<file path="src/logic/video_params.svh">
`ifndef VIDEO_PARAMS_SVH
`define VIDEO_PARAMS_SVH

// datapath widths
`define VID_BYTE_W      8       // camera bus
`define VID_PIX_W       16      // packed rgb565 word
`define VID_CH_W        8       // per output colour channel

// line buffer
`define VID_FIFO_DEPTH  32
`define VID_FIFO_AW     5
`define VID_PREFILL     8       // one line buffered before display starts

// horizontal timing, in clocks
`define VID_H_ACTIVE    8
`define VID_H_FRONT     2
`define VID_H_SYNC      2
`define VID_H_BACK      2

// vertical timing, in lines
`define VID_V_ACTIVE    4
`define VID_V_FRONT     1
`define VID_V_SYNC      1
`define VID_V_BACK      1

`endif

</file>
<file path="src/logic/video_pkg.sv">
package video_pkg;

    // packed display pixel, red in the top bits
    typedef struct packed {
        logic [4:0] red;
        logic [5:0] green;
        logic [4:0] blue;
    } pix565_t;

    // which camera byte the packer expects next
    typedef enum logic {
        PH_HIGH = 1'b0,     // first byte of a pair
        PH_LOW  = 1'b1      // second byte completes the pixel
    } byte_phase_e;

    // raster segment, shared by the line and frame counters
    typedef enum logic [1:0] {
        SEG_SYNC   = 2'd0,
        SEG_BACK   = 2'd1,
        SEG_ACTIVE = 2'd2,
        SEG_FRONT  = 2'd3
    } tim_phase_e;

endpackage

</file>
<file path="src/logic/fifo_rd_if.sv">
`timescale 1ns/10ps
`include "video_params.svh"

interface fifo_rd_if;
    import video_pkg::*;

    logic                   rd_stb;     // one-cycle pop request
    pix565_t                rd_pixel;   // valid the cycle after rd_stb
    logic                   empty;
    logic [`VID_FIFO_AW:0]  level;      // 0 .. depth

    modport buf_side (
        input  rd_stb,
        output rd_pixel,
        output empty,
        output level
    );

    modport disp_side (
        output rd_stb,
        input  rd_pixel,
        input  empty,
        input  level
    );

endinterface

</file>
<file path="src/logic/cam_pixel_packer.sv">
`timescale 1ns/10ps
`include "video_params.svh"

module cam_pixel_packer (
    input  logic                    clk_50M,
    input  logic                    sys_rst,
    input  logic                    cam_vsync_i,
    input  logic                    cam_href_i,
    input  logic                    cam_byte_valid_i,
    input  logic [`VID_BYTE_W-1:0]  cam_data_i,
    output video_pkg::pix565_t      wr_pixel_o,
    output logic                    wr_stb_o
);
    import video_pkg::*;

    logic                   vsync_d;
    logic                   vsync_d2;
    logic                   href_d;
    logic                   valid_d;
    logic [`VID_BYTE_W-1:0] data_d;
    logic [`VID_BYTE_W-1:0] hi_byte;
    logic [`VID_PIX_W-1:0]  cam_word;
    byte_phase_e            phase;
    logic                   byte_ok;
    logic                   vsync_rise;

    // input sample stage, control bits
    always_ff @(posedge clk_50M or negedge sys_rst) begin
        if (!sys_rst) begin
            vsync_d  <= 1'b0;
            vsync_d2 <= 1'b0;
            href_d   <= 1'b0;
            valid_d  <= 1'b0;
        end else begin
            vsync_d  <= cam_vsync_i;
            vsync_d2 <= vsync_d;    // edge detect
            href_d   <= cam_href_i;
            valid_d  <= cam_byte_valid_i;
        end
    end

    always_ff @(posedge clk_50M) begin
        data_d <= cam_data_i;
    end

    assign byte_ok    = valid_d && href_d;
    assign vsync_rise = vsync_d && !vsync_d2;
    assign cam_word   = {hi_byte, data_d};  // high byte arrived first

    // byte pairing FSM
    always_ff @(posedge clk_50M or negedge sys_rst) begin
        if (!sys_rst) begin
            phase    <= PH_HIGH;
            wr_stb_o <= 1'b0;
        end else begin
            wr_stb_o <= 1'b0;
            if (vsync_rise) begin
                phase <= PH_HIGH;   // drops a leftover lone byte
            end else if (byte_ok) begin
                if (phase == PH_HIGH) begin
                    phase <= PH_LOW;
                end else begin
                    phase    <= PH_HIGH;
                    wr_stb_o <= 1'b1;
                end
            end
        end
    end

    // red and blue trade places on the way to the display
    always_ff @(posedge clk_50M) begin
        if (byte_ok && phase == PH_HIGH) begin
            hi_byte <= data_d;
        end
        if (byte_ok && phase == PH_LOW) begin
            wr_pixel_o.red   <= cam_word[4:0];
            wr_pixel_o.green <= cam_word[10:5];
            wr_pixel_o.blue  <= cam_word[15:11];
        end
    end

    // a pixel needs two bytes, so strobes are never back to back
    a_stb_spacing: assert property (
        @(posedge clk_50M) disable iff (!sys_rst) wr_stb_o |=> !wr_stb_o
    );

endmodule

</file>
<file path="src/logic/pixel_line_fifo.sv">
`timescale 1ns/10ps
`include "video_params.svh"

module pixel_line_fifo (
    input  logic                clk_50M,
    input  logic                sys_rst,
    input  video_pkg::pix565_t  wr_pixel_i,
    input  logic                wr_stb_i,
    fifo_rd_if.buf_side         rd,
    output logic                overflow_o
);
    import video_pkg::*;

    localparam int DEPTH = `VID_FIFO_DEPTH;

    pix565_t                mem [0:DEPTH-1];
    logic [`VID_FIFO_AW-1:0] wr_ptr;
    logic [`VID_FIFO_AW-1:0] rd_ptr;
    logic [`VID_FIFO_AW:0]   level_q;
    logic                    full;
    logic                    do_wr;
    logic                    do_rd;

    assign full  = (level_q == DEPTH[`VID_FIFO_AW:0]);
    assign do_wr = wr_stb_i && !full;       // camera cannot stall, so drop
    assign do_rd = rd.rd_stb && !rd.empty;  // empty read pops nothing

    assign rd.empty = (level_q == '0);
    assign rd.level = level_q;

    // pointers and level
    always_ff @(posedge clk_50M or negedge sys_rst) begin
        if (!sys_rst) begin
            wr_ptr  <= '0;
            rd_ptr  <= '0;
            level_q <= '0;
        end else begin
            if (do_wr) begin
                wr_ptr <= wr_ptr + 1'b1;    // depth is a power of two
            end
            if (do_rd) begin
                rd_ptr <= rd_ptr + 1'b1;
            end
            case ({do_wr, do_rd})
                2'b10:   level_q <= level_q + 1'b1;
                2'b01:   level_q <= level_q - 1'b1;
                default: level_q <= level_q;
            endcase
        end
    end

    // storage and registered read port
    always_ff @(posedge clk_50M) begin
        if (do_wr) begin
            mem[wr_ptr] <= wr_pixel_i;
        end
        if (do_rd) begin
            rd.rd_pixel <= mem[rd_ptr];
        end
    end

    // sticky drop indicator
    always_ff @(posedge clk_50M or negedge sys_rst) begin
        if (!sys_rst) begin
            overflow_o <= 1'b0;
        end else if (wr_stb_i && full) begin
            overflow_o <= 1'b1;
        end
    end

    a_level_bound: assert property (
        @(posedge clk_50M) disable iff (!sys_rst) level_q <= DEPTH[`VID_FIFO_AW:0]
    );

endmodule

</file>
<file path="src/logic/video_timing_out.sv">
`timescale 1ns/10ps
`include "video_params.svh"

module video_timing_out (
    input  logic                    clk_50M,
    input  logic                    sys_rst,
    fifo_rd_if.disp_side            rd,
    output logic                    vs_o,
    output logic                    hs_o,
    output logic                    de_o,
    output logic [`VID_CH_W-1:0]    r_o,
    output logic [`VID_CH_W-1:0]    g_o,
    output logic [`VID_CH_W-1:0]    b_o,
    output logic                    run_o,
    output logic                    underflow_o
);
    import video_pkg::*;

    localparam int CNT_W = 4;

    tim_phase_e         h_seg;
    tim_phase_e         v_seg;
    logic [CNT_W-1:0]   h_cnt;
    logic [CNT_W-1:0]   v_cnt;
    logic               line_end;
    logic               rd_req;
    logic               hs_now;
    logic               vs_now;
    logic               de_d1;
    logic               hs_d1;
    logic               vs_d1;
    logic               miss_d1;
    pix565_t            pix;

    function automatic tim_phase_e next_seg(input tim_phase_e seg);
        case (seg)
            SEG_SYNC:   return SEG_BACK;
            SEG_BACK:   return SEG_ACTIVE;
            SEG_ACTIVE: return SEG_FRONT;
            default:    return SEG_SYNC;
        endcase
    endfunction

    // last count of each horizontal segment in clocks
    function automatic logic [CNT_W-1:0] h_last(input tim_phase_e seg);
        case (seg)
            SEG_SYNC:   return CNT_W'(`VID_H_SYNC - 1);
            SEG_BACK:   return CNT_W'(`VID_H_BACK - 1);
            SEG_ACTIVE: return CNT_W'(`VID_H_ACTIVE - 1);
            default:    return CNT_W'(`VID_H_FRONT - 1);
        endcase
    endfunction

    // last count of each vertical segment in lines
    function automatic logic [CNT_W-1:0] v_last(input tim_phase_e seg);
        case (seg)
            SEG_SYNC:   return CNT_W'(`VID_V_SYNC - 1);
            SEG_BACK:   return CNT_W'(`VID_V_BACK - 1);
            SEG_ACTIVE: return CNT_W'(`VID_V_ACTIVE - 1);
            default:    return CNT_W'(`VID_V_FRONT - 1);
        endcase
    endfunction

    assign line_end = (h_seg == SEG_FRONT) && (h_cnt == h_last(SEG_FRONT));
    assign rd_req   = run_o && (h_seg == SEG_ACTIVE) && (v_seg == SEG_ACTIVE);
    assign hs_now   = run_o && (h_seg == SEG_SYNC);
    assign vs_now   = run_o && (v_seg == SEG_SYNC);
    assign pix      = rd.rd_pixel;

    assign rd.rd_stb = rd_req;  // one cycle ahead of the pixel slot

    // start once a line is buffered, then free-run the raster
    always_ff @(posedge clk_50M or negedge sys_rst) begin
        if (!sys_rst) begin
            run_o <= 1'b0;
            h_seg <= SEG_SYNC;
            h_cnt <= '0;
            v_seg <= SEG_SYNC;
            v_cnt <= '0;
        end else if (!run_o) begin
            run_o <= (rd.level >= `VID_PREFILL);
        end else begin
            if (h_cnt == h_last(h_seg)) begin
                h_cnt <= '0;
                h_seg <= next_seg(h_seg);
            end else begin
                h_cnt <= h_cnt + 1'b1;
            end
            if (line_end) begin
                if (v_cnt == v_last(v_seg)) begin
                    v_cnt <= '0;
                    v_seg <= next_seg(v_seg);
                end else begin
                    v_cnt <= v_cnt + 1'b1;
                end
            end
        end
    end

    // two-stage delay keeps syncs lined up with fifo read data
    always_ff @(posedge clk_50M or negedge sys_rst) begin
        if (!sys_rst) begin
            de_d1       <= 1'b0;
            hs_d1       <= 1'b0;
            vs_d1       <= 1'b0;
            miss_d1     <= 1'b0;
            de_o        <= 1'b0;
            hs_o        <= 1'b0;
            vs_o        <= 1'b0;
            underflow_o <= 1'b0;
        end else begin
            de_d1   <= rd_req;
            hs_d1   <= hs_now;
            vs_d1   <= vs_now;
            miss_d1 <= rd_req && rd.empty;  // nothing was popped
            de_o    <= de_d1;
            hs_o    <= hs_d1;
            vs_o    <= vs_d1;
            if (rd_req && rd.empty) begin
                underflow_o <= 1'b1;
            end
        end
    end

    // 565 to 888 with zero fill in the low bits
    always_ff @(posedge clk_50M) begin
        if (de_d1 && !miss_d1) begin
            r_o <= {pix.red,   {(`VID_CH_W - 5){1'b0}}};
            g_o <= {pix.green, {(`VID_CH_W - 6){1'b0}}};
            b_o <= {pix.blue,  {(`VID_CH_W - 5){1'b0}}};
        end else begin
            r_o <= '0;  // blanking or starved read
            g_o <= '0;
            b_o <= '0;
        end
    end

    a_de_hs_excl: assert property (
        @(posedge clk_50M) disable iff (!sys_rst) !(de_o && hs_o)
    );

endmodule

</file>
<file path="src/logic/cam_video_top.sv">
`timescale 1ns/10ps
`include "video_params.svh"

module cam_video_top (
    input  logic                    clk_50M,
    input  logic                    sys_rst,
    input  logic                    cam_vsync_i,
    input  logic                    cam_href_i,
    input  logic                    cam_byte_valid_i,
    input  logic [`VID_BYTE_W-1:0]  cam_data_i,
    output logic                    vs_o,
    output logic                    hs_o,
    output logic                    de_o,
    output logic [`VID_CH_W-1:0]    r_o,
    output logic [`VID_CH_W-1:0]    g_o,
    output logic [`VID_CH_W-1:0]    b_o,
    output logic                    video_run_o,
    output logic                    fifo_overflow_o,
    output logic                    fifo_underflow_o
);
    import video_pkg::*;

    pix565_t    wr_pixel;   // packer to line buffer
    logic       wr_stb;

    fifo_rd_if  rd_bus ();

    cam_pixel_packer u_packer (
        .clk_50M            (clk_50M            ),
        .sys_rst            (sys_rst            ),
        .cam_vsync_i        (cam_vsync_i        ),
        .cam_href_i         (cam_href_i         ),
        .cam_byte_valid_i   (cam_byte_valid_i   ),
        .cam_data_i         (cam_data_i         ),
        .wr_pixel_o         (wr_pixel           ),
        .wr_stb_o           (wr_stb             )
    );

    pixel_line_fifo u_fifo (
        .clk_50M            (clk_50M            ),
        .sys_rst            (sys_rst            ),
        .wr_pixel_i         (wr_pixel           ),
        .wr_stb_i           (wr_stb             ),
        .rd                 (rd_bus.buf_side    ),
        .overflow_o         (fifo_overflow_o    )
    );

    video_timing_out u_timing (
        .clk_50M            (clk_50M            ),
        .sys_rst            (sys_rst            ),
        .rd                 (rd_bus.disp_side   ),
        .vs_o               (vs_o               ),
        .hs_o               (hs_o               ),
        .de_o               (de_o               ),
        .r_o                (r_o                ),
        .g_o                (g_o                ),
        .b_o                (b_o                ),
        .run_o              (video_run_o        ),
        .underflow_o        (fifo_underflow_o   )
    );

endmodule

</file>
<file path="config.mk">
export PLATFORM = sky130hd
export DESIGN_NAME = cam_video_top
export DESIGN_NICKNAME = d
export VERILOG_FILES = /design/src/logic/video_pkg.sv /design/src/logic/fifo_rd_if.sv /design/src/logic/cam_pixel_packer.sv /design/src/logic/pixel_line_fifo.sv /design/src/logic/video_timing_out.sv /design/src/logic/cam_video_top.sv
export VERILOG_INCLUDE_DIRS = /design/src /design/src/logic
export SDC_FILE = /design/constraint.sdc
export NUM_CORES = 1
export LEC_CHECK = 0
export ABC_AREA = 1
export ABC_CLOCK_PERIOD_IN_PS = 3300
export BUFFER_PORTS_ARGS = -buffer_cell sky130_fd_sc_hd__buf_2
export CAP_MARGIN = 30
export CORE_ASPECT_RATIO = 0.9
export CORE_MARGIN = 5
export CORE_UTILIZATION = 50
export DETAILED_ROUTE_END_ITERATION = 12
export PLACE_DENSITY = 0.65
export SLEW_MARGIN = 5
export SYNTH_ARGS = -nofsm -noshare
export SYNTH_HDL_FRONTEND = slang
export SYNTH_SLANG_ARGS = --single-unit
</file>
<file path="constraint.sdc">
create_clock -name clk_50M -period 3.3 [get_ports clk_50M]
set_input_delay 0.66 -clock clk_50M [delete_from_list [all_inputs] [get_ports clk_50M]]
set_output_delay 0.66 -clock clk_50M [all_outputs]
set_load 0.01 [all_outputs]
</file>
==> metrics.txt <==
initial antenna violation count=0; crit share post-route=88.3%; die height=221 um; arrival time reported for the critical path endpoint=3.42 ns; share of layout cells above drive strength 1=9.09%; Rows=77; sequence of cells on the critical path=inv_1 > ha_1 > inv_1 > nor3_1 > nand2_1 > inv_1 > ha_1 > inv_1 > nand2_1 > nand2_1 > inv_1 > ha_1 > o21bai_1 > nand3_1 > nand2_1 > nand2_1 > nand3_1 > nand2_1; top library cells by usage in the layout, fill and taps aside=edfxtp_1 (552), nand2_1 (390), nor2_1 (360), nand3_1 (215), o21ai_0 (187); latest clock arrival within the worst-skew pair=0.62 ns; biggest cell delay along the critical path=0.40 ns; chip width=244 um; cell types occupying the most area after synthesis=edfxtp_1 (67%), nand2_1 (5.9%), nor2_1 (5.5%); mean number of vias per cell=5.51; TritonCTS clock tree=yes; warning count from the yosys run=0; Reg2Reg Depth=18; setup clock skew after layout=0.0190 ns; layout-stage area growth over the synthesis result=12.3%; pre-CTS setup slack=0.406 ns; area leader, netlist=edfxtp_1; Sink Count=620; fmax=0.343 GHz; maximum ir drop on the vdd rail=0.000573 V; via count of the first global-routing pass=15101; status=complete, no violations; clock transition time at the flip-flop clock pins of the worst setup and hold paths=0.06 ns; transition at the pin with the smallest max-transition slack=0.961 ns; Max Slew Vio Count=0; number of clock buffers inserted by TritonCTS=61; sequential-to-total area share from yosys stat=73.6%; Core Region=48900 um2; WL per Instance=20.5 um; CP Buf/Inv Count=5; largest fanout of any net on the critical path=9; CTS H-tree depth=2; post-detail-place hpwl=31.8 mm; most frequent standard cell in the layout excluding fill and tap cells=edfxtp_1; fraction of post-synthesis cell area in the top cell type by area=67.2%; R2R setup slack=0.38 ns; Most Frequent Cell on Critical Path=nand2_1; GRT Residual Overflow=0; cell with the largest stage delay on the worst path=dfrtp_1; maximum buffer depth of the clock tree=3; count of distinct cell types in the synthesized netlist=28; Design Area, Final=27700 um2; Avg Inst Size Synth=11.8 um2; first-pass GRT wire length=89.1 mm; unrepaired setup endpoints after global routing=false; Detailed Routing Iterations Pass 1=5; First DRT Iteration DRCs=1776; fin util=56.6%; final setup fails=0; global-route usage over all layers=21.5%; final worst setup slack=0.385 ns; final total negative setup slack=0 ns; cell count of the worst hold path=1; final critical-path required period=2.92 ns; number of nets still failing antenna checks after routing=0; static leakage power=10.4 nW; starting utilization of the core area=50.4%; CP Data Required Time=3.80 ns; Root Driver=clkbuf_16; max-cap violations=0; worst min path class=input pin to flip-flop; synthesized instance count=2083; port bufs=34; via total after detailed routing=15539; total design power=16.3 mW; Nets=2170; critical path capture point type=flip-flop; global placer's final weighted congestion=0.845; total DRC errors in the routed layout=0; netlist area before placement=24700 um2; maximum number of pins on one net before global-route repair=120; Critical Path Start Type=flip-flop; Sequential cell area=18200 um2; category of cells accounting for the largest share of critical-path delay=simple AND/OR/NAND/NOR gates; power per cell area=587 nW/um2; wirelength, routed=57.9 mm; hold violation total from the final report=0; Gates resized, CTS repair=0; Diodes inserted=0; number of synthesized register bits=620; critical path depth in cells=18; multi-input combinational cell area=5610 um2; Fillers=3970; area of the die=53900 um2; placed cell area=25600 um2; I/O pin total=43; count of buffers added by post-CTS timing repair for setup=0; relative slew slack=35.9%; critical path class=flip-flop to flip-flop
==> state kept, by name (all words and copies together), names as in the netlist, 2 cells and up <==
signal,count
u_timing.g_o,6
u_packer.hi_byte,8
u_fifo.mem,512
u_fifo.wr_ptr,5
u_fifo.rd.level,6
u_timing.b_o,5
u_fifo.rd.rd_pixel,16
u_packer.wr_pixel_o,16
u_timing.v_seg,2
u_fifo.rd_ptr,5
u_packer.data_d,8
u_timing.v_cnt,4
u_timing.r_o,5
u_timing.h_seg,2
u_timing.h_cnt,4
==> timing repair <==
| item | 4_1_cts | 5_1_grt |
|---|---|---|
| endpoints found under the setup margin | 0 | 0 |
| hold buffers | 0 | 1 |
| endpoints found under the hold margin | 0 | 7 |
==> cell type report <==
cell class                      count  share of cell area [%]
Clock buffer                       93                    6.84
Clock inverter                     20                   0.452
Inverter                           86                    1.19
Multi-Input combinational cell   1270                    20.3
Sequential cell                   620                    65.6
Tap cell                          632                    2.86
Timing Repair Buffer              101                    2.81
==> worst reg2reg max path: stages, from the launching register on <==
cell	delay [ns]
dfrtp_1	0.40
inv_1	0.09
ha_1	0.19
inv_1	0.08
nor3_1	0.34
nand2_1	0.18
inv_1	0.11
ha_1	0.35
inv_1	0.14
nand2_1	0.08
nand2_1	0.08
inv_1	0.07
ha_1	0.13
o21bai_1	0.15
nand3_1	0.16
nand2_1	0.11
nand2_1	0.05
nand3_1	0.06
nand2_1	0.05
==> routing by layer <==
layer	wire length (um)	part of all wire, %	track usage [%]
met1	24900	43	31.6
met2	26300	45	33.6
met3	5010	8.6	3.14
met4	1760	3.0	6.92
met5	0	0	0
==> Yosys cell counts <==
library cell  count
o21ai_1          24
ha_1             17
o21bai_1          2
nor2_2            1
dfxtp_1          24
xnor2_1           4
or2_2             1
nor3_1            7
buf_6            11
buf_2            34
xor2_1           10
a21oi_1          37
clkinv_1          1
nand2_1         390
edfxtp_1        552
conb_1            1
o31ai_1           2
inv_1            84
nand3_1         215
buf_4            13
buf_1            10
o22ai_1           1
clkbuf_1         46
inv_2             1
nand4_1           3
dfrtp_1          44
o21ai_0         187
nor2_1          361
==> stage by stage <==
| step | instances | hold slack [ns] |
|---|---|---|
| 4_1_cts | 2820 | 0.108 |
| 3_3_place_gp | 2705 | 0.344 |
| 2_1_floorplan | 2090 | 0.331 |
| 3_5_place_dp | 2707 | 0.337 |
| 6_report | 2822 | 0.144 |
| 5_1_grt | 2822 | 0.118 |
==> power breakdown <==
| part | total, mW | switching (mW) | internal, mW |
|---|---|---|---|
| combinational | 0.577 | 0.408 | 0.169 |
| clock | 6.91 | 2.88 | 4.02 |
| sequential | 8.77 | 0.118 | 8.65 |
==> cells by family (layout without fill, tap and decap cells) <==
family,count (synthesis),count (layout),synth area share [%]
AO/OA/AOI/OAI,253,253,5.18
XOR/XNOR,14,14,0.497
other,1,8,0.0152
adder cells (fa/ha/maj),17,17,0.863
AND/OR/NAND/NOR,978,978,16.1
flip-flops,620,620,73.6
buffers and inverters,200,300,3.75
==> worst paths after layout <==
check | startpoint | end
max | u_timing.v_seg[0]$_DFFE_PN0P_ | u_fifo.rd.level[4]$_DFFE_PN0P_
min | cam_vsync_i | u_packer.vsync_d$_DFF_PN0_
max reg2reg | u_timing.v_seg[0]$_DFFE_PN0P_ | u_fifo.rd.level[4]$_DFFE_PN0P_
min reg2reg | u_timing.hs_d1$_DFF_PN0_ | u_timing.hs_o$_DFF_PN0_
max in group asynchronous | sys_rst | u_fifo.rd_ptr[0]$_DFFE_PN0P_
min in group asynchronous | sys_rst | u_fifo.rd.level[0]$_DFFE_PN0P_
Power figures use the tool's default switching activity.
